## config.mk

```make
export PLATFORM = sky130hd
export DESIGN_NAME = lfsr_rng_axil
export DESIGN_NICKNAME = d
export VERILOG_FILES = /design/src/design/rng_pkg.sv /design/src/design/triple_lfsr_gen.sv /design/src/design/rnd_fifo.sv /design/src/design/axil_rng_regs.sv /design/src/design/lfsr_rng_axil.sv
export VERILOG_INCLUDE_DIRS = /design/src /design/src/design
export SDC_FILE = /design/constraint.sdc
export NUM_CORES = 1
export LEC_CHECK = 0
export ABC_AREA = 0
export BUFFER_PORTS_ARGS = -buffer_cell sky130_fd_sc_hd__buf_2
export CORE_AREA = 2 2 98 124
export CTS_CLUSTER_SIZE = 40
export DETAILED_ROUTE_END_ITERATION = 10
export DIE_AREA = 0 0 100 126
export PLACE_DENSITY = 0.72
export SKIP_CTS_REPAIR_TIMING = 1
export SYNTH_ARGS = -nofsm -noshare
export SYNTH_HDL_FRONTEND = slang
export SYNTH_SLANG_ARGS = --single-unit
```

## constraint.sdc

```tcl
create_clock -name clk -period 2.75 [get_ports clk]
set_input_delay 0.1375 -clock clk [delete_from_list [all_inputs] [get_ports clk]]
set_output_delay 0.1375 -clock clk [all_outputs]
set_load 0.02 [all_outputs]
```

## src/design/rng_defines.svh

```systemverilog
// Random byte source parameters
`ifndef RNG_DEFINES_SVH
`define RNG_DEFINES_SVH

// Bus and datapath widths
`define RNG_ADDR_WIDTH  4
`define RNG_DATA_WIDTH  8
`define RNG_FIFO_DEPTH  8

// LFSR seeds
`define RNG_SEED_A      8'hFE
`define RNG_SEED_B      8'hBD
`define RNG_SEED_C      8'h73

// Register offsets
`define RNG_REG_RND     4'h0
`define RNG_REG_EN      4'h4
`define RNG_REG_RESEED  4'h8
`define RNG_REG_STATUS  4'hC

// AXI response codes
`define RNG_RESP_OKAY   2'd0
`define RNG_RESP_SLVERR 2'd2

`endif

```

## src/design/rng_pkg.sv

```systemverilog
// Random byte source types
`default_nettype none

`include "rng_defines.svh"

package rng_pkg;

    // Datapath and bus vectors
    typedef logic [`RNG_DATA_WIDTH-1:0] rnd_byte_t;
    typedef logic [`RNG_ADDR_WIDTH-1:0] axil_addr_t;
    typedef logic [1:0]                 axil_resp_t;

    // Holds 0 up to the full depth
    typedef logic [$clog2(`RNG_FIFO_DEPTH+1)-1:0] fifo_count_t;

    // Producer handshake
    typedef enum logic [1:0] {
        GEN_IDLE,
        GEN_REQ,
        GEN_RELEASE
    } gen_state_e;

    typedef enum logic {RD_ADDR, RD_DATA} rd_state_e;
    typedef enum logic {WR_ADDR, WR_RESP} wr_state_e;

endpackage

`default_nettype wire

```

## src/design/triple_lfsr_gen.sv

```systemverilog
// Triple LFSR byte producer
`timescale 1ns/1ps
`default_nettype none

`include "rng_defines.svh"

module triple_lfsr_gen (
    input  wire logic              clk,
    input  wire logic              rst_n,
    input  wire logic              en,
    input  wire logic              reseed,
    output logic                   link_req,
    output rng_pkg::rnd_byte_t     link_data,
    input  wire logic              link_ack
);

    rng_pkg::rnd_byte_t lfsr_a;
    rng_pkg::rnd_byte_t lfsr_b;
    rng_pkg::rnd_byte_t lfsr_c;
    rng_pkg::gen_state_e state;

    // Fibonacci step, feedback from the MSB and one tap
    function automatic rng_pkg::rnd_byte_t lfsr_step(
        input rng_pkg::rnd_byte_t s,
        input int unsigned        tap
    );
        return {s[`RNG_DATA_WIDTH-2:0], s[`RNG_DATA_WIDTH-1] ^ s[tap]};
    endfunction

    // Combined byte of the current state, wraps modulo 256
    assign link_data = (lfsr_a ^ lfsr_b) + ~lfsr_c;

    assign link_req = (state == rng_pkg::GEN_REQ);

    always_ff @(posedge clk or negedge rst_n) begin
        if (!rst_n) begin
            state  <= rng_pkg::GEN_IDLE;
            lfsr_a <= `RNG_SEED_A;
            lfsr_b <= `RNG_SEED_B;
            lfsr_c <= `RNG_SEED_C;
        end else if (reseed) begin
            // Restart the sequence and abandon any offer
            state  <= rng_pkg::GEN_IDLE;
            lfsr_a <= `RNG_SEED_A;
            lfsr_b <= `RNG_SEED_B;
            lfsr_c <= `RNG_SEED_C;
        end else begin
            case (state)
                rng_pkg::GEN_IDLE: begin
                    // Ack may still be high after a reseed
                    if (en && !link_ack) begin
                        state <= rng_pkg::GEN_REQ;
                    end
                end
                rng_pkg::GEN_REQ: begin
                    if (link_ack) begin
                        state  <= rng_pkg::GEN_RELEASE;
                        lfsr_a <= lfsr_step(lfsr_a, 3);
                        lfsr_b <= lfsr_step(lfsr_b, 2);
                        lfsr_c <= lfsr_step(lfsr_c, 1);
                    end
                end
                rng_pkg::GEN_RELEASE: begin
                    if (!link_ack) begin
                        state <= rng_pkg::GEN_IDLE;
                    end
                end
                default: begin
                    state <= rng_pkg::GEN_IDLE;
                end
            endcase
        end
    end

    // Offered byte must not change under the FIFO
    assert property (@(posedge clk) disable iff (!rst_n)
        link_req ##1 link_req |-> $stable(link_data))
        else $error("link_data changed while link_req was high");

endmodule

`default_nettype wire

```

## src/design/rnd_fifo.sv

```systemverilog
// Four-phase receiver and byte FIFO
`timescale 1ns/1ps
`default_nettype none

`include "rng_defines.svh"

module rnd_fifo #(
    parameter int DEPTH = `RNG_FIFO_DEPTH
) (
    input  wire logic                  clk,
    input  wire logic                  rst_n,
    input  wire logic                  link_req,
    input  wire rng_pkg::rnd_byte_t    link_data,
    output logic                       link_ack,
    input  wire logic                  flush,
    input  wire logic                  pop,
    output rng_pkg::rnd_byte_t         fifo_data,
    output rng_pkg::fifo_count_t       fifo_count
);

    localparam int PTR_W = (DEPTH > 1) ? $clog2(DEPTH) : 1;

    rng_pkg::rnd_byte_t mem [DEPTH];
    logic [PTR_W-1:0]   wr_ptr;
    logic [PTR_W-1:0]   rd_ptr;
    logic               room;
    logic               push;
    logic               do_pop;

    assign room   = (fifo_count < rng_pkg::fifo_count_t'(DEPTH));
    // New byte accepted only on the rising edge of ack
    assign push   = !flush && link_req && !link_ack && room;
    assign do_pop = !flush && pop;

    assign fifo_data = mem[rd_ptr];

    // Receiver side of the handshake
    always_ff @(posedge clk or negedge rst_n) begin
        if (!rst_n) begin
            link_ack <= 1'b0;
        end else if (flush) begin
            link_ack <= 1'b0;
        end else if (push) begin
            link_ack <= 1'b1;
        end else if (link_ack && !link_req) begin
            link_ack <= 1'b0;
        end
    end

    always_ff @(posedge clk or negedge rst_n) begin
        if (!rst_n) begin
            wr_ptr     <= '0;
            rd_ptr     <= '0;
            fifo_count <= '0;
        end else if (flush) begin
            wr_ptr     <= '0;
            rd_ptr     <= '0;
            fifo_count <= '0;
        end else begin
            if (push) begin
                wr_ptr <= (wr_ptr == PTR_W'(DEPTH - 1)) ? '0 : wr_ptr + 1'b1;
            end
            if (do_pop) begin
                rd_ptr <= (rd_ptr == PTR_W'(DEPTH - 1)) ? '0 : rd_ptr + 1'b1;
            end
            case ({push, do_pop})
                2'b10:   fifo_count <= fifo_count + 1'b1;
                2'b01:   fifo_count <= fifo_count - 1'b1;
                default: fifo_count <= fifo_count;
            endcase
        end
    end

    // Storage
    always_ff @(posedge clk) begin
        if (push) begin
            mem[wr_ptr] <= link_data;
        end
    end

    // Slave must check the count before popping
    assert property (@(posedge clk) disable iff (!rst_n)
        pop |-> (fifo_count != '0))
        else $error("pop issued on empty FIFO");

    assert property (@(posedge clk) disable iff (!rst_n)
        fifo_count <= rng_pkg::fifo_count_t'(DEPTH))
        else $error("FIFO count above depth");

endmodule

`default_nettype wire

```

## src/design/axil_rng_regs.sv

```systemverilog
// AXI4-Lite register slave
`timescale 1ns/1ps
`default_nettype none

`include "rng_defines.svh"

module axil_rng_regs (
    input  wire logic                  clk,
    input  wire logic                  rst_n,

    // Write address and data
    input  wire rng_pkg::axil_addr_t   s_axi_awaddr,
    input  wire logic                  s_axi_awvalid,
    output logic                       s_axi_awready,
    input  wire rng_pkg::rnd_byte_t    s_axi_wdata,
    input  wire logic [0:0]            s_axi_wstrb,
    input  wire logic                  s_axi_wvalid,
    output logic                       s_axi_wready,

    // Write response
    output rng_pkg::axil_resp_t        s_axi_bresp,
    output logic                       s_axi_bvalid,
    input  wire logic                  s_axi_bready,

    // Read address and data
    input  wire rng_pkg::axil_addr_t   s_axi_araddr,
    input  wire logic                  s_axi_arvalid,
    output logic                       s_axi_arready,
    output rng_pkg::rnd_byte_t         s_axi_rdata,
    output rng_pkg::axil_resp_t        s_axi_rresp,
    output logic                       s_axi_rvalid,
    input  wire logic                  s_axi_rready,

    // FIFO and producer control
    input  wire rng_pkg::rnd_byte_t    fifo_data,
    input  wire rng_pkg::fifo_count_t  fifo_count,
    output logic                       pop,
    output logic                       gen_en,
    output logic                       reseed
);

    rng_pkg::wr_state_e  wr_state;
    rng_pkg::rd_state_e  rd_state;
    rng_pkg::axil_addr_t awaddr_q;
    rng_pkg::axil_addr_t araddr_q;
    rng_pkg::rnd_byte_t  wdata_q;

    // Single strobe bit, byte always written whole
    assign s_axi_bvalid = (wr_state == rng_pkg::WR_RESP);
    assign s_axi_rvalid = (rd_state == rng_pkg::RD_DATA);

    // Pop coincides with the edge that raises rvalid
    assign pop = (rd_state == rng_pkg::RD_ADDR) && !s_axi_arready
              && (araddr_q == `RNG_REG_RND) && (fifo_count != '0);

    // Captured address and data
    always_ff @(posedge clk) begin
        if (s_axi_awvalid && s_axi_awready) begin
            awaddr_q <= s_axi_awaddr;
        end
        if (s_axi_wvalid && s_axi_wready) begin
            wdata_q <= s_axi_wdata;
        end
        if (s_axi_arvalid && s_axi_arready) begin
            araddr_q <= s_axi_araddr;
        end
    end

    // Write channel and control registers
    always_ff @(posedge clk or negedge rst_n) begin
        if (!rst_n) begin
            wr_state      <= rng_pkg::WR_ADDR;
            s_axi_awready <= 1'b1;
            s_axi_wready  <= 1'b1;
            s_axi_bresp   <= `RNG_RESP_OKAY;
            gen_en        <= 1'b0;
            reseed        <= 1'b0;
        end else begin
            reseed <= 1'b0;
            case (wr_state)
                rng_pkg::WR_ADDR: begin
                    if (s_axi_awvalid && s_axi_awready) begin
                        s_axi_awready <= 1'b0;
                    end
                    if (s_axi_wvalid && s_axi_wready) begin
                        s_axi_wready <= 1'b0;
                    end
                    // Both halves in, apply and respond
                    if (!s_axi_awready && !s_axi_wready) begin
                        wr_state <= rng_pkg::WR_RESP;
                        case (awaddr_q)
                            `RNG_REG_EN: begin
                                gen_en      <= wdata_q[0];
                                s_axi_bresp <= `RNG_RESP_OKAY;
                            end
                            `RNG_REG_RESEED: begin
                                reseed      <= wdata_q[0];
                                s_axi_bresp <= `RNG_RESP_OKAY;
                            end
                            default: begin
                                s_axi_bresp <= `RNG_RESP_SLVERR;
                            end
                        endcase
                    end
                end
                rng_pkg::WR_RESP: begin
                    if (s_axi_bready) begin
                        wr_state      <= rng_pkg::WR_ADDR;
                        s_axi_awready <= 1'b1;
                        s_axi_wready  <= 1'b1;
                    end
                end
                default: begin
                    wr_state <= rng_pkg::WR_ADDR;
                end
            endcase
        end
    end

    // Read channel
    always_ff @(posedge clk or negedge rst_n) begin
        if (!rst_n) begin
            rd_state      <= rng_pkg::RD_ADDR;
            s_axi_arready <= 1'b1;
            s_axi_rdata   <= '0;
            s_axi_rresp   <= `RNG_RESP_OKAY;
        end else begin
            case (rd_state)
                rng_pkg::RD_ADDR: begin
                    if (s_axi_arvalid && s_axi_arready) begin
                        s_axi_arready <= 1'b0;
                    end else if (!s_axi_arready) begin
                        rd_state    <= rng_pkg::RD_DATA;
                        s_axi_rdata <= '0;
                        s_axi_rresp <= `RNG_RESP_OKAY;
                        case (araddr_q)
                            `RNG_REG_RND: begin
                                // Empty FIFO is an error, not a zero byte
                                if (fifo_count != '0) begin
                                    s_axi_rdata <= fifo_data;
                                end else begin
                                    s_axi_rresp <= `RNG_RESP_SLVERR;
                                end
                            end
                            `RNG_REG_EN:     s_axi_rdata <= rng_pkg::rnd_byte_t'(gen_en);
                            `RNG_REG_RESEED: s_axi_rdata <= '0;
                            `RNG_REG_STATUS: s_axi_rdata <= rng_pkg::rnd_byte_t'(fifo_count);
                            default:         s_axi_rresp <= `RNG_RESP_SLVERR;
                        endcase
                    end
                end
                rng_pkg::RD_DATA: begin
                    if (s_axi_rready) begin
                        rd_state      <= rng_pkg::RD_ADDR;
                        s_axi_arready <= 1'b1;
                    end
                end
                default: begin
                    rd_state <= rng_pkg::RD_ADDR;
                end
            endcase
        end
    end

    // No new write address while a response is pending
    assert property (@(posedge clk) disable iff (!rst_n)
        !(s_axi_bvalid && s_axi_awready))
        else $error("bvalid high with awready high");

endmodule

`default_nettype wire

```

## src/design/lfsr_rng_axil.sv

```systemverilog
// Memory-mapped random byte source
`timescale 1ns/1ps
`default_nettype none

module lfsr_rng_axil (
    input  wire logic                  clk,
    input  wire logic                  rst_n,
    input  wire rng_pkg::axil_addr_t   s_axi_awaddr,
    input  wire logic                  s_axi_awvalid,
    output logic                       s_axi_awready,
    input  wire rng_pkg::rnd_byte_t    s_axi_wdata,
    input  wire logic [0:0]            s_axi_wstrb,
    input  wire logic                  s_axi_wvalid,
    output logic                       s_axi_wready,
    output rng_pkg::axil_resp_t        s_axi_bresp,
    output logic                       s_axi_bvalid,
    input  wire logic                  s_axi_bready,
    input  wire rng_pkg::axil_addr_t   s_axi_araddr,
    input  wire logic                  s_axi_arvalid,
    output logic                       s_axi_arready,
    output rng_pkg::rnd_byte_t         s_axi_rdata,
    output rng_pkg::axil_resp_t        s_axi_rresp,
    output logic                       s_axi_rvalid,
    input  wire logic                  s_axi_rready
);

    // Producer to FIFO link
    logic                 link_req;
    logic                 link_ack;
    rng_pkg::rnd_byte_t   link_data;

    // FIFO to slave
    rng_pkg::rnd_byte_t   fifo_data;
    rng_pkg::fifo_count_t fifo_count;
    logic                 pop;

    // Slave controls
    logic                 gen_en;
    logic                 reseed;

    triple_lfsr_gen triple_lfsr_gen_i (
        .clk       (clk),
        .rst_n     (rst_n),
        .en        (gen_en),
        .reseed    (reseed),
        .link_req  (link_req),
        .link_data (link_data),
        .link_ack  (link_ack)
    );

    rnd_fifo rnd_fifo_i (
        .clk        (clk),
        .rst_n      (rst_n),
        .link_req   (link_req),
        .link_data  (link_data),
        .link_ack   (link_ack),
        .flush      (reseed),
        .pop        (pop),
        .fifo_data  (fifo_data),
        .fifo_count (fifo_count)
    );

    axil_rng_regs axil_rng_regs_i (
        .clk           (clk),
        .rst_n         (rst_n),
        .s_axi_awaddr  (s_axi_awaddr),
        .s_axi_awvalid (s_axi_awvalid),
        .s_axi_awready (s_axi_awready),
        .s_axi_wdata   (s_axi_wdata),
        .s_axi_wstrb   (s_axi_wstrb),
        .s_axi_wvalid  (s_axi_wvalid),
        .s_axi_wready  (s_axi_wready),
        .s_axi_bresp   (s_axi_bresp),
        .s_axi_bvalid  (s_axi_bvalid),
        .s_axi_bready  (s_axi_bready),
        .s_axi_araddr  (s_axi_araddr),
        .s_axi_arvalid (s_axi_arvalid),
        .s_axi_arready (s_axi_arready),
        .s_axi_rdata   (s_axi_rdata),
        .s_axi_rresp   (s_axi_rresp),
        .s_axi_rvalid  (s_axi_rvalid),
        .s_axi_rready  (s_axi_rready),
        .fifo_data     (fifo_data),
        .fifo_count    (fifo_count),
        .pop           (pop),
        .gen_en        (gen_en),
        .reseed        (reseed)
    );

endmodule

`default_nettype wire

```

[Word-level counts from Yosys, hierarchy flattened]
Memory sizes are Yosys's and may differ from the RTL's.
Index checks and enable logic that the tools add are counted.
Cells by class
  add/subtract/negate cells: 5
  order comparisons: 1
  eq/ne operators: 19
  multiplexer cells: 50
  bitwise logic cells: 9
  reduce and logical (&&, ||, !) cells: 38
Operators with widths (count)
  2-to-1 mux 8 bit: 10
  one-hot mux 8 bit (3 select lines): 1
  2-to-1 mux 1 bit: 18
  2-to-1 mux 3 bit: 6
  logical AND 1 bit: 13
  equality test 4 bit (second input constant): 3
  2-to-1 mux 2 bit: 6
  one-hot mux 1 bit (2 select lines): 5
  AND reduction 2 bit: 5
  AND reduction 3 bit: 3
  adder 8 bit: 1
  equality test 4 x 3 -> 1 bit (second input constant): 2
  NOT 8 bit: 1
  one-hot mux 4 bit (2 select lines): 1
  nonzero test 2 bit: 4
  XOR 8 bit: 1
  adder 3 x 1 -> 3 bit (second input constant): 2
  equality test 3 bit (second input constant): 2
  zero test 1 bit: 6
  != test 2 bit (second input constant): 3
  != test 3 x 2 -> 1 bit (second input constant): 2
  one-hot mux 2 bit (3 select lines): 1
  nonzero test 3 bit: 2
  adder 4 x 1 -> 4 bit (second input constant): 1
  15 further kinds: 23
Word-level totals
  register bits: 65
  memory bits (writable): 64
  input bits: 24
  logic and storage cells: 144
  memories kept: 1
Memories
  rnd_fifo_i.mem: words 8, width 8, read ports 1, clocked after Yosys merged registers in 0, write ports 1, line rnd_fifo.sv:23  | rng_pkg::rnd_byte_t mem [DEPTH];

[Longest topological paths before layout]
Gate-level depths: netlist of the first run.
  depth after elaboration: 8
  mapped depth: 12
  mapped depth without buffers: 10

[Modules after synthesis]
From an unflattened synthesis of the first run, not the netlist that was laid out.
Unflattened totals
  cell total of the unflattened synthesis: 413
  area, all modules: 5781.8 µm²
By module, submodules not included
  rnd_fifo: times used 1, cells each 173, area each 3194.3 µm², sequential area each 2197.1 µm²
  triple_lfsr_gen: times used 1, cells each 162, area each 1524.0 µm², sequential area each 673.1 µm²
  axil_rng_regs: times used 1, cells each 78, area each 1063.5 µm², sequential area each 699.4 µm²

[Worst setup path after synthesis of the first run]
Ideal clock, no wire load.
  path kind: register -> register
  start: register rnd_fifo_i.fifo_count[1]
  end: register rnd_fifo_i.fifo_count[2]
  arrival time: 2.558 ns
  data required time: 2.671 ns
  slack: 0.114 ns
  stages on the path, launching flop included: 13
  path through: dfrtp_1 -> or4_4 -> nand4_4 -> buf_12 -> nor2_1 -> ha_1 -> buf_2 -> xor2_1 -> ha_1 -> a21oi_1 -> xor2_1 -> or3_1 -> a21oi_1
Between the ends
  cells in the longest elaborated chain, start to end: 6
  elaborated cells on any way between the ends: 12
RTL lines
  from (decl): line rnd_fifo.sv:18  | output rng_pkg::fifo_count_t fifo_count
  from (signal assigned): line rnd_fifo.sv:67  | 2'b10: fifo_count <= fifo_count + 1'b1;
  from (signal assigned): line rnd_fifo.sv:68  | 2'b01: fifo_count <= fifo_count - 1'b1;
  from (signal assigned): line rnd_fifo.sv:69  | default: fifo_count <= fifo_count;
  branches (longest 6 deep; another with less-than comparator 4 bit)
Parallel ways; which one is timed is not known.
A chain may end at the register's enable or synchronous reset.

[Final worst setup path of the first run]
  start: register rnd_fifo_i.fifo_count[0]
  end: register rnd_fifo_i.fifo_count[2]
The elaborated chain is that of the path after synthesis.

==> results of run 1 <==
## per-stage QoR
step                TNS [ps]  setup WS (ps)
floorplan                  0            114
global placement           0           62.4
detailed placement      -984           -123
CTS                    -1760           -222
global route               0           5.07
finish                     0            180
## layer usage
layer,global-route usage,vias up,share of wire
li1,-,1541,-
met1,0.205,1656,0.39
met2,0.318,74,0.56
met3,0.0483,14,0.035
met4,0.0878,0,0.017
met5,0,-,0
## layout make-up
| cell class | instances | area [µm²] | area share |
|---|---|---|---|
| Clock buffer | 19 | 443 | 0.0665 |
| Clock inverter | 13 | 185 | 0.0278 |
| Inverter | 17 | 63.8 | 0.00958 |
| Multi-Input combinational cell | 216 | 1810 | 0.272 |
| Sequential cell | 127 | 3570 | 0.536 |
| Tap cell | 138 | 173 | 0.0259 |
| Timing Repair Buffer | 60 | 413 | 0.0620 |
## power breakdown
part	leakage [nW]	switching [mW]	internal (mW)
Combinational	0.990	1.83	1.30
Clock	0.295	0.807	1.54
Sequential	1.30	0.484	3.37
Total	2.59	3.12	6.22
## cells in the mapped netlist (4+ instances only)
| master | n | share of area |
|---|---|---|
| sky130_fd_sc_hd__o21ai_0 | 10 | 0.0090 |
| sky130_fd_sc_hd__o22a_1 | 12 | 0.019 |
| sky130_fd_sc_hd__edfxtp_1 | 73 | 0.39 |
| sky130_fd_sc_hd__mux4_1 | 6 | 0.028 |
| sky130_fd_sc_hd__nand3_1 | 5 | 0.0045 |
| sky130_fd_sc_hd__o21ai_1 | 4 | 0.0036 |
| sky130_fd_sc_hd__nor3_1 | 9 | 0.0081 |
| sky130_fd_sc_hd__nor2b_1 | 4 | 0.0045 |
| sky130_fd_sc_hd__mux4_2 | 10 | 0.040 |
| sky130_fd_sc_hd__a21oi_1 | 16 | 0.014 |
| sky130_fd_sc_hd__xor2_1 | 14 | 0.022 |
| sky130_fd_sc_hd__nand2b_1 | 5 | 0.0056 |
| sky130_fd_sc_hd__dfrtp_1 | 33 | 0.15 |
| sky130_fd_sc_hd__a22oi_1 | 9 | 0.012 |
| sky130_fd_sc_hd__nor2_1 | 20 | 0.013 |
| sky130_fd_sc_hd__mux2i_1 | 11 | 0.020 |
| sky130_fd_sc_hd__buf_2 | 4 | 0.0036 |
| sky130_fd_sc_hd__inv_1 | 17 | 0.011 |
| sky130_fd_sc_hd__nand2_1 | 14 | 0.0094 |
| sky130_fd_sc_hd__dfstp_2 | 21 | 0.099 |
| sky130_fd_sc_hd__ha_1 | 14 | 0.031 |
| sky130_fd_sc_hd__xnor2_1 | 8 | 0.013 |
## cell usage in the layout (no fill, tap or decap), types with 3 or more instances in the layout
master | synthesis | routed
sky130_fd_sc_hd__a21oi_1 | 16 | 16
sky130_fd_sc_hd__a22o_1 | 3 | 3
sky130_fd_sc_hd__a22oi_1 | 9 | 9
sky130_fd_sc_hd__and2_1 | 3 | 3
sky130_fd_sc_hd__buf_2 | 4 | 30
sky130_fd_sc_hd__buf_4 | 2 | 15
sky130_fd_sc_hd__bufinv_16 | 0 | 4
sky130_fd_sc_hd__clkbuf_16 | 0 | 17
sky130_fd_sc_hd__clkinvlp_4 | 0 | 3
sky130_fd_sc_hd__dfrtp_1 | 33 | 33
sky130_fd_sc_hd__dfstp_2 | 21 | 21
sky130_fd_sc_hd__dlygate4sd3_1 | 0 | 15
sky130_fd_sc_hd__edfxtp_1 | 73 | 73
sky130_fd_sc_hd__ha_1 | 14 | 14
sky130_fd_sc_hd__inv_1 | 17 | 17
sky130_fd_sc_hd__mux2_2 | 3 | 3
sky130_fd_sc_hd__mux2i_1 | 11 | 11
sky130_fd_sc_hd__mux4_1 | 6 | 6
sky130_fd_sc_hd__mux4_2 | 10 | 10
sky130_fd_sc_hd__nand2_1 | 14 | 14
sky130_fd_sc_hd__nand2b_1 | 5 | 5
sky130_fd_sc_hd__nand3_1 | 5 | 5
sky130_fd_sc_hd__nor2_1 | 20 | 20
sky130_fd_sc_hd__nor2b_1 | 4 | 4
sky130_fd_sc_hd__nor3_1 | 9 | 9
sky130_fd_sc_hd__o21ai_0 | 10 | 10
sky130_fd_sc_hd__o21ai_1 | 4 | 4
sky130_fd_sc_hd__o22a_1 | 12 | 12
sky130_fd_sc_hd__or3_1 | 3 | 3
sky130_fd_sc_hd__xnor2_1 | 8 | 8
sky130_fd_sc_hd__xor2_1 | 14 | 14
## worst max-delay path by stage
stage | startpoint | end | depth (start not counted)
final | rnd_fifo_i.fifo_count[0] | rnd_fifo_i.fifo_count[2] | 10
after global routing | triple_lfsr_gen_i.lfsr_b[0] | rnd_fifo_i.mem[1][6] | 8
after CTS | triple_lfsr_gen_i.lfsr_b[0] | rnd_fifo_i.mem[1][6] | 8
after detailed placement | triple_lfsr_gen_i.lfsr_b[0] | rnd_fifo_i.mem[2][6] | 8
after global placement | triple_lfsr_gen_i.lfsr_b[0] | rnd_fifo_i.mem[6][6] | 8
after floorplan | rnd_fifo_i.fifo_count[1] | rnd_fifo_i.fifo_count[2] | 12
## cell families after synthesis
kind of cell	Yosys count	share of synthesized area
XOR/XNOR	22	0.0345
multiplexers	30	0.0944
other	1	0.000672
AO/OA/AOI/OAI	71	0.0859
buffers and inverters	32	0.0361
adder cells (fa/ha/maj)	15	0.0350
AND/OR/NAND/NOR	76	0.0736
flip-flops	127	0.640
## sequential cells by signal (all words and copies together), names as in the netlist
name / cells
axil_rng_regs_i.reseed: 1
rnd_fifo_i.mem: 64
axil_rng_regs_i.s_axi_rvalid: 1
axil_rng_regs_i.awaddr_q: 4
axil_rng_regs_i.wdata_q: 1
axil_rng_regs_i.s_axi_awready: 1
axil_rng_regs_i.s_axi_arready: 1
axil_rng_regs_i.araddr_q: 4
axil_rng_regs_i.s_axi_rdata: 8
axil_rng_regs_i.s_axi_bresp: 1
rnd_fifo_i.wr_ptr: 3
axil_rng_regs_i.s_axi_wready: 1
axil_rng_regs_i.s_axi_bvalid: 1
triple_lfsr_gen_i.lfsr_a: 8
triple_lfsr_gen_i.state: 2
axil_rng_regs_i.s_axi_rresp: 1
rnd_fifo_i.fifo_count: 4
rnd_fifo_i.rd_ptr: 3
rnd_fifo_i.link_ack: 1
triple_lfsr_gen_i.lfsr_b: 8
axil_rng_regs_i.gen_en: 1
triple_lfsr_gen_i.lfsr_c: 8
## worst max-delay path, stage by stage (launching register included)
cell	delay, ps
sky130_fd_sc_hd__dfrtp_1	440
sky130_fd_sc_hd__or4_4	570
sky130_fd_sc_hd__nand4_4	90
sky130_fd_sc_hd__nor2_1	70
sky130_fd_sc_hd__ha_1	290
sky130_fd_sc_hd__xor2_1	180
sky130_fd_sc_hd__ha_1	190
sky130_fd_sc_hd__a21oi_1	150
sky130_fd_sc_hd__xor2_1	90
sky130_fd_sc_hd__or3_1	310
sky130_fd_sc_hd__a21oi_1	140
==> metrics.log, run 1 <==
[metrics] result of the run: complete, no violations
[metrics] arrival time at the worst endpoint: 2910 ps
[metrics] kind of launch point of the worst setup path: register
[metrics] antenna violations before repair: 0
[metrics] number of slew-limit violations in the final report: 0
[metrics] count of final setup violators: 0
[metrics] fraction of layout cells with a size suffix above 1: 0.252
[metrics] routed length per placed instance: 18.1 µm
[metrics] total design power: approximately 9.3 mW
[metrics] worst hold slack across all endpoints: 402 ps
[metrics] clk root buf: sky130_fd_sc_hd__clkbuf_16
[metrics] Floorplan Core Area: 11500 µm²
[metrics] final cell utilization of the core: 0.582
[metrics] number of cells in the design after placement: between 500 and 600
[metrics] Tot GR Track Use: 0.182
[metrics] Seq/Total Area, Yosys: 0.640
[metrics] RR Endpoint: rnd_fifo_i.fifo_count[2]
[metrics] Critical R2R Launch: rnd_fifo_i.fifo_count[0]
[metrics] Syn Std Cell Area: 5580 µm²
[metrics] worst-path fanout max: 6
[metrics] worst clock skew on the final layout: 5.54 ps
[metrics] worst hold path startpoint: s_axi_wvalid
[metrics] clock edge transition at the registers on the reported setup and hold paths: 60 ps
[metrics] flip-flop cell with the highest count after synthesis: sky130_fd_sc_hd__edfxtp_1
[metrics] number of violations of the max-capacitance limit: 0
[metrics] worst hold stages: 3
[metrics] Pre-Repair DR Iteration Count: 4
[metrics] insertion delay to the later sink of the worst-skew pair: 410 ps
[metrics] Period Utilization, post-route: 0.934
[metrics] global placement routability congestion: approximately 0.74
[metrics] synth-to-layout area growth: 19.4%
[metrics] count of endpoints failing hold in the final timing report: 0
[metrics] global-route wire length before repair: between 15000 and 20000 µm
[metrics] number of clock sinks seen by CTS: 127
[metrics] post-place instance area: 5880 µm²
[metrics] design area: 6660 µm²
[metrics] IO buf count: 30
[metrics] Post-synth EDFFs: 73
[metrics] H-Tree Level Count: 4
[metrics] RSZ-0062 raised after global routing: false
[metrics] wire length after detailed routing: 10700 µm
[metrics] final period demand of the worst path: between 2000 and 3000 ps
[metrics] number of instances in the synthesized netlist: ~370
[metrics] die outline area: 12600 µm²
[metrics] maximum number of pins on one net before global-route repair: 45
[metrics] r2r worst-path depth: 10
[metrics] # DRC: 0
[metrics] Distinct cells, synth: 58
[metrics] final antenna-violating net count: 0
[metrics] fin nets: between 400 and 500
[metrics] clock tree from TritonCTS: built
[metrics] average size of a mapped cell: ~15 µm²
[metrics] Worst EP required: 3090 ps
[metrics] maximum resistive drop on vdd: 0.000560 V
[metrics] CTS buffer count: 17
[metrics] class of the tightest hold or removal check: input port to register
[metrics] number of standard cells in the layout, taps in and fillers out: just under 600
[metrics] CTS max path bufs: 2
[metrics] endpoint of the worst hold path: axil_rng_regs_i.s_axi_wready
[metrics] number of global-route vias before repair: 3410
[metrics] via count of the routed design: 3285
[metrics] die height: 126 µm
[metrics] yosys synthesis warning count: 0
[metrics] horizontal die dimension: 100 µm
[metrics] worst relative slew slack: 0.295
[metrics] worst setup path class: register to register
[metrics] transition time at the pin with the least slew margin: 1060 ps
[metrics] ys async rst share: 0.425
[metrics] Starting Density: 0.487
[metrics] Fillers: 859
[metrics] HPWL after detailed placement: 6770 µm
[metrics] number of synthesized register bits: approximately 130
[metrics] Remaining Overflow, GRT: 0
[metrics] number of vias per cell after detailed routing: 5.57
[metrics] total leakage power: 2.59 nW
[metrics] Inserted Diodes: 0
[metrics] Max Freq: 389 MHz
[metrics] endpoint kind of the worst setup timing path: register
[metrics] DRC marker count from the first detailed-route iteration: 180
[metrics] number of placement rows: 44
[metrics] register-to-register setup slack: 180 ps
[metrics] I/O pins: 41
[metrics] pwr/cell area: 1400 nW/µm²
Note: power is estimated with default switching activity, not from simulation.
==> run 2, diff against run 1 <==
- ABC_AREA: 0 -> 1
- CORE_AREA: 2 2 98 124 -> 2 2 100 126
- DIE_AREA: 0 0 100 126 -> 0 0 102 128
- HOLD_SLACK_MARGIN: not set -> 0.08
- RECOVER_POWER: not set -> 50
==> run 2 against run 1 <==
  * The run now ends with capacitance limit, slew limit left
  * Die area is 3.6% higher
  * Clock-buffer cell count rose by 8
  * Register-to-register slack gained 100 ps
  * First-iteration DRC count up 56%
  * Sequential share of layout area down 1.3 points
  * Combinational power rose by 2%
  * Routed wire length is 9.4% higher
  * Sequential cell count stayed put
==> metrics.log, run 2 <==
[metrics] Inserted Diodes: 0 (unchanged)
[metrics] result of the run: finished with violations
[metrics] Remaining Overflow, GRT: 0 (unchanged)
[metrics] top cell type's share of synthesized area: 0.380 (-0.0125)
[metrics] failing checks: capacitance limit, slew limit
[metrics] average size of a mapped cell: 10.4 µm² (-31%)
[metrics] cell accounting for the most synthesized area: sky130_fd_sc_hd__edfxtp_1
[metrics] IO buf count: 30 (unchanged)
[metrics] number of violations of the max-capacitance limit: 1 (+1)
[metrics] clk root buf: sky130_fd_sc_hd__clkbuf_16
[metrics] routed length per placed instance: 14.7 µm (-19%)
[metrics] Distinct cells, synth: 37 (-36%)
[metrics] Post-synth EDFFs: 73 (unchanged)
[metrics] worst clock skew on the final layout: 9.63 ps (+4.08 ps)
[metrics] Max Freq: 406 MHz (+4.2%)
[metrics] CTS buffer count: 17 (unchanged)
[metrics] register bank with the most flops: rnd_fifo_i.mem
[metrics] arrival time at the worst endpoint: 2760 ps (-150 ps)
[metrics] worst hold slack across all endpoints: 428 ps (+25.9 ps)
[metrics] wire length after detailed routing: 11700 µm (+9.4%)
[metrics] final sum of negative setup slack: 0 ps (unchanged)
[metrics] worst setup path class: register to register
[metrics] number of slew-limit violations in the final report: 36 (+36)
[metrics] global placement routability congestion: 0.855 (+16%)
[metrics] most frequent standard cell in the layout excluding fill and tap cells: sky130_fd_sc_hd__nand2_1
[metrics] kind of launch point of the worst setup path: register
[metrics] Worst EP required: 3050 ps (-40 ps)
[metrics] RSZ-0062 raised after global routing: false
[metrics] pwr/cell area: 1330 nW/µm² (-5.5%)
[metrics] combinational power share: 0.354 (+0.018)
[metrics] ranking of synthesized cells by area: sky130_fd_sc_hd__edfxtp_1, sky130_fd_sc_hd__dfrtp_1, sky130_fd_sc_hd__dfstp_2, sky130_fd_sc_hd__nand2_1, sky130_fd_sc_hd__inv_1
[metrics] total leakage power: 3.06 nW (+18%)
[metrics] worst-path fanout max: 8 (+2)
[metrics] leading cell types in the layout, fill and taps excluded: sky130_fd_sc_hd__nand2_1, sky130_fd_sc_hd__inv_1, sky130_fd_sc_hd__edfxtp_1, sky130_fd_sc_hd__nand3_1, sky130_fd_sc_hd__nor2_1
[metrics] Syn Std Cell Area: 5760 µm² (+3.3%)
[metrics] clock tree from TritonCTS: built
[metrics] count of endpoints failing hold in the final timing report: 0 (unchanged)
[metrics] flip-flop cell with the highest count after synthesis: sky130_fd_sc_hd__edfxtp_1
[metrics] internal cell power: 5.80 mW (-6.7%)
[metrics] CTS max path bufs: 2 (unchanged)
[metrics] class of the tightest hold or removal check: input port to register
[metrics] ys async rst share: 0.425 (unchanged)
[metrics] Floorplan Core Area: 11900 µm² (+4.2%)
[metrics] sw frac: 0.359 (+0.0248)
[metrics] clock edge transition at the registers on the reported setup and hold paths: 60 ps (about the same)
[metrics] net load switching power: 3.25 mW (+4.1%)
[metrics] flip-flop count of the largest register after layout: 64 (unchanged)
[metrics] fin nets: 657 (+37%)
[metrics] Period Utilization, post-route: 0.897 (-0.0378)
[metrics] transition time at the pin with the least slew margin: 1830 ps (+776 ps)
[metrics] insertion delay to the later sink of the worst-skew pair: 420 ps (about the same)
[metrics] maximum resistive drop on vdd: 0.000685 V (+22%)
[metrics] Critical R2R Launch: axil_rng_regs_i.reseed
[metrics] number of synthesized register bits: 127 (unchanged)
[metrics] number of clock sinks seen by CTS: 127 (unchanged)
[metrics] # DRC: 0 (unchanged)
[metrics] most frequent cells after synthesis: sky130_fd_sc_hd__nand2_1, sky130_fd_sc_hd__inv_1, sky130_fd_sc_hd__edfxtp_1, sky130_fd_sc_hd__nand3_1, sky130_fd_sc_hd__nor2_1
[metrics] via count of the routed design: 3968 (+21%)
[metrics] fraction of layout cells with a size suffix above 1: 0.125 (-0.127)
[metrics] Tot GR Track Use: 0.185 (+0.00270)
[metrics] worst relative slew slack: -0.223 (-0.518)
[metrics] number of global-route vias before repair: 3829 (+12%)
[metrics] number of placement rows: 45 (+2.3%)
[metrics] clock power share: 0.240 (-0.011)
[metrics] die outline area: 13100 µm² (+3.6%)
[metrics] final antenna-violating net count: 0 (unchanged)
[metrics] Seq/Total Area, Yosys: 0.619 (-0.0204)
[metrics] number of instances in the synthesized netlist: 556 (+49%)
[metrics] worst hold path startpoint: s_axi_awaddr[3]
[metrics] most common cell in the netlist: sky130_fd_sc_hd__nand2_1
[metrics] Pre-Repair DR Iteration Count: 5 (+1)
[metrics] count of final setup violators: 0 (unchanged)
[metrics] antenna violations before repair: 0 (unchanged)
[metrics] I/O pins: 41 (unchanged)
[metrics] CP Launch Point: axil_rng_regs_i.reseed
[metrics] yosys synthesis warning count: 0 (unchanged)
[metrics] global-route wire length before repair: 18000 µm (+5.4%)
[metrics] part of the power in registers: 0.406 (-0.007)
[metrics] HPWL after detailed placement: 7730 µm (+14%)
[metrics] Starting Density: 0.483 (-0.00441)
[metrics] DRC marker count from the first detailed-route iteration: 281 (+56%)
[metrics] maximum number of pins on one net before global-route repair: 36 (-20%)
[metrics] number of vias per cell after detailed routing: 4.99 (-10%)
[metrics] synth-to-layout area growth: 18.5%
[metrics] die height: 128 µm (+1.6%)
[metrics] H-Tree Level Count: 4 (unchanged)
[metrics] horizontal die dimension: 102 µm (+2.0%)
[metrics] final period demand of the worst path: 2470 ps (-104 ps)
[metrics] endpoint kind of the worst setup timing path: register
[run 2: cell count changes in the layout (fill, tap and decap cells not counted), moves of 8 or more]
| cell | previous run | this run |
|---|---|---|
| sky130_fd_sc_hd__nand2_1 | 14 | 99 |
| sky130_fd_sc_hd__inv_1 | 17 | 89 |
| sky130_fd_sc_hd__nand3_1 | 5 | 41 |
| sky130_fd_sc_hd__o21ai_0 | 10 | 35 |
| sky130_fd_sc_hd__clkbuf_1 | 1 | 22 |
| sky130_fd_sc_hd__nor2_1 | 20 | 37 |
| sky130_fd_sc_hd__buf_2 | 30 | 14 |
| sky130_fd_sc_hd__o22a_1 | 12 | 0 |
| sky130_fd_sc_hd__mux2i_1 | 11 | 0 |
| sky130_fd_sc_hd__mux4_2 | 10 | 0 |
| sky130_fd_sc_hd__a21oi_1 | 16 | 8 |
[run 2: power by group through the flow]
stage                     registers, mW  clock network, mW  logic, mW
after global placement             3.68                  0       3.02
after floorplan                    3.72                  0       2.30
after global routing               3.74               2.29       3.60
final                              3.68               2.17       3.20
after detailed placement           3.72                  0       3.21
after CTS                          3.69               2.19       3.23
[run 2: critical path, stage by stage (launching register included)]
cell and delay (ps):
sky130_fd_sc_hd__dfrtp_1 510, sky130_fd_sc_hd__nor3_1 270, sky130_fd_sc_hd__clkinv_1 200, sky130_fd_sc_hd__nor3_4 280, sky130_fd_sc_hd__inv_2 90, sky130_fd_sc_hd__ha_1 270, sky130_fd_sc_hd__nor2_1 120, sky130_fd_sc_hd__nor2_1 70
sky130_fd_sc_hd__ha_1 180, sky130_fd_sc_hd__a21oi_1 150, sky130_fd_sc_hd__xor2_1 150, sky130_fd_sc_hd__o22ai_1 80
[run 2: area by class of cell]
| cell class | count | area, µm² |
|---|---|---|
| Sequential cell | 127 | 3570 |
| Inverter | 94 | 353 |
| Timing Repair Buffer | 59 | 382 |
| Fill cell | 993 | 5110 |
| Clock buffer | 27 | 536 |
| Clock inverter | 5 | 50.0 |
| Multi-Input combinational cell | 319 | 1740 |
| Tap cell | 164 | 205 |
[run 2: stage by stage]
step | power [mW] | util | setup slack [ps] | cells | cell area (µm²)
after floorplan | 6.01 | - | 635 | 557 | 5770
after global placement | 6.71 | 0.513 | 452 | 747 | 6130
after detailed placement | 6.93 | 0.513 | 392 | 747 | 6130
after CTS | 9.11 | 0.562 | 371 | 779 | 6710
after global routing | 9.63 | 0.572 | 75.6 | 795 | 6830
final | 9.05 | 0.572 | 284 | 795 | 6830
[run 2: logic make-up (layout without fill, tap and decap cells)]
logic type	after synthesis	count (layout)	synth area share
DFF	127	127	0.619
xor gates and xnor gates	18	18	0.0274
other	1	2	0.000651
and+or+nand+nor	201	201	0.154
buffers and inverters	111	185	0.0775
AOI/OAI and AO/OA	83	83	0.0875
adders and majority gates	15	15	0.0339
[run 2: final timing paths]
check / endpoint / slack (ps) / depth (start not counted)
worst min register to register: axil_rng_regs_i.s_axi_rdata[3] / 480 / 2
min in group asynchronous: axil_rng_regs_i.s_axi_bvalid / 760 / 2
worst min-delay path: axil_rng_regs_i.awaddr_q[3] / 430 / 2
worst max-delay path: rnd_fifo_i.fifo_count[2] / 280 / 11
max in group asynchronous: axil_rng_regs_i.s_axi_arready / 630 / 3
worst max register to register: rnd_fifo_i.fifo_count[2] / 280 / 11
[run 2: routing by layer]
metal / up-vias / track usage / wire length, µm
met2: 90 / 0.317 / 6020
met1: 1884 / 0.218 / 4840
met5: - / 0 / 0
met3: 21 / 0.0513 / 565
li1: 1973 / - / -
met4: 0 / 0.0761 / 231
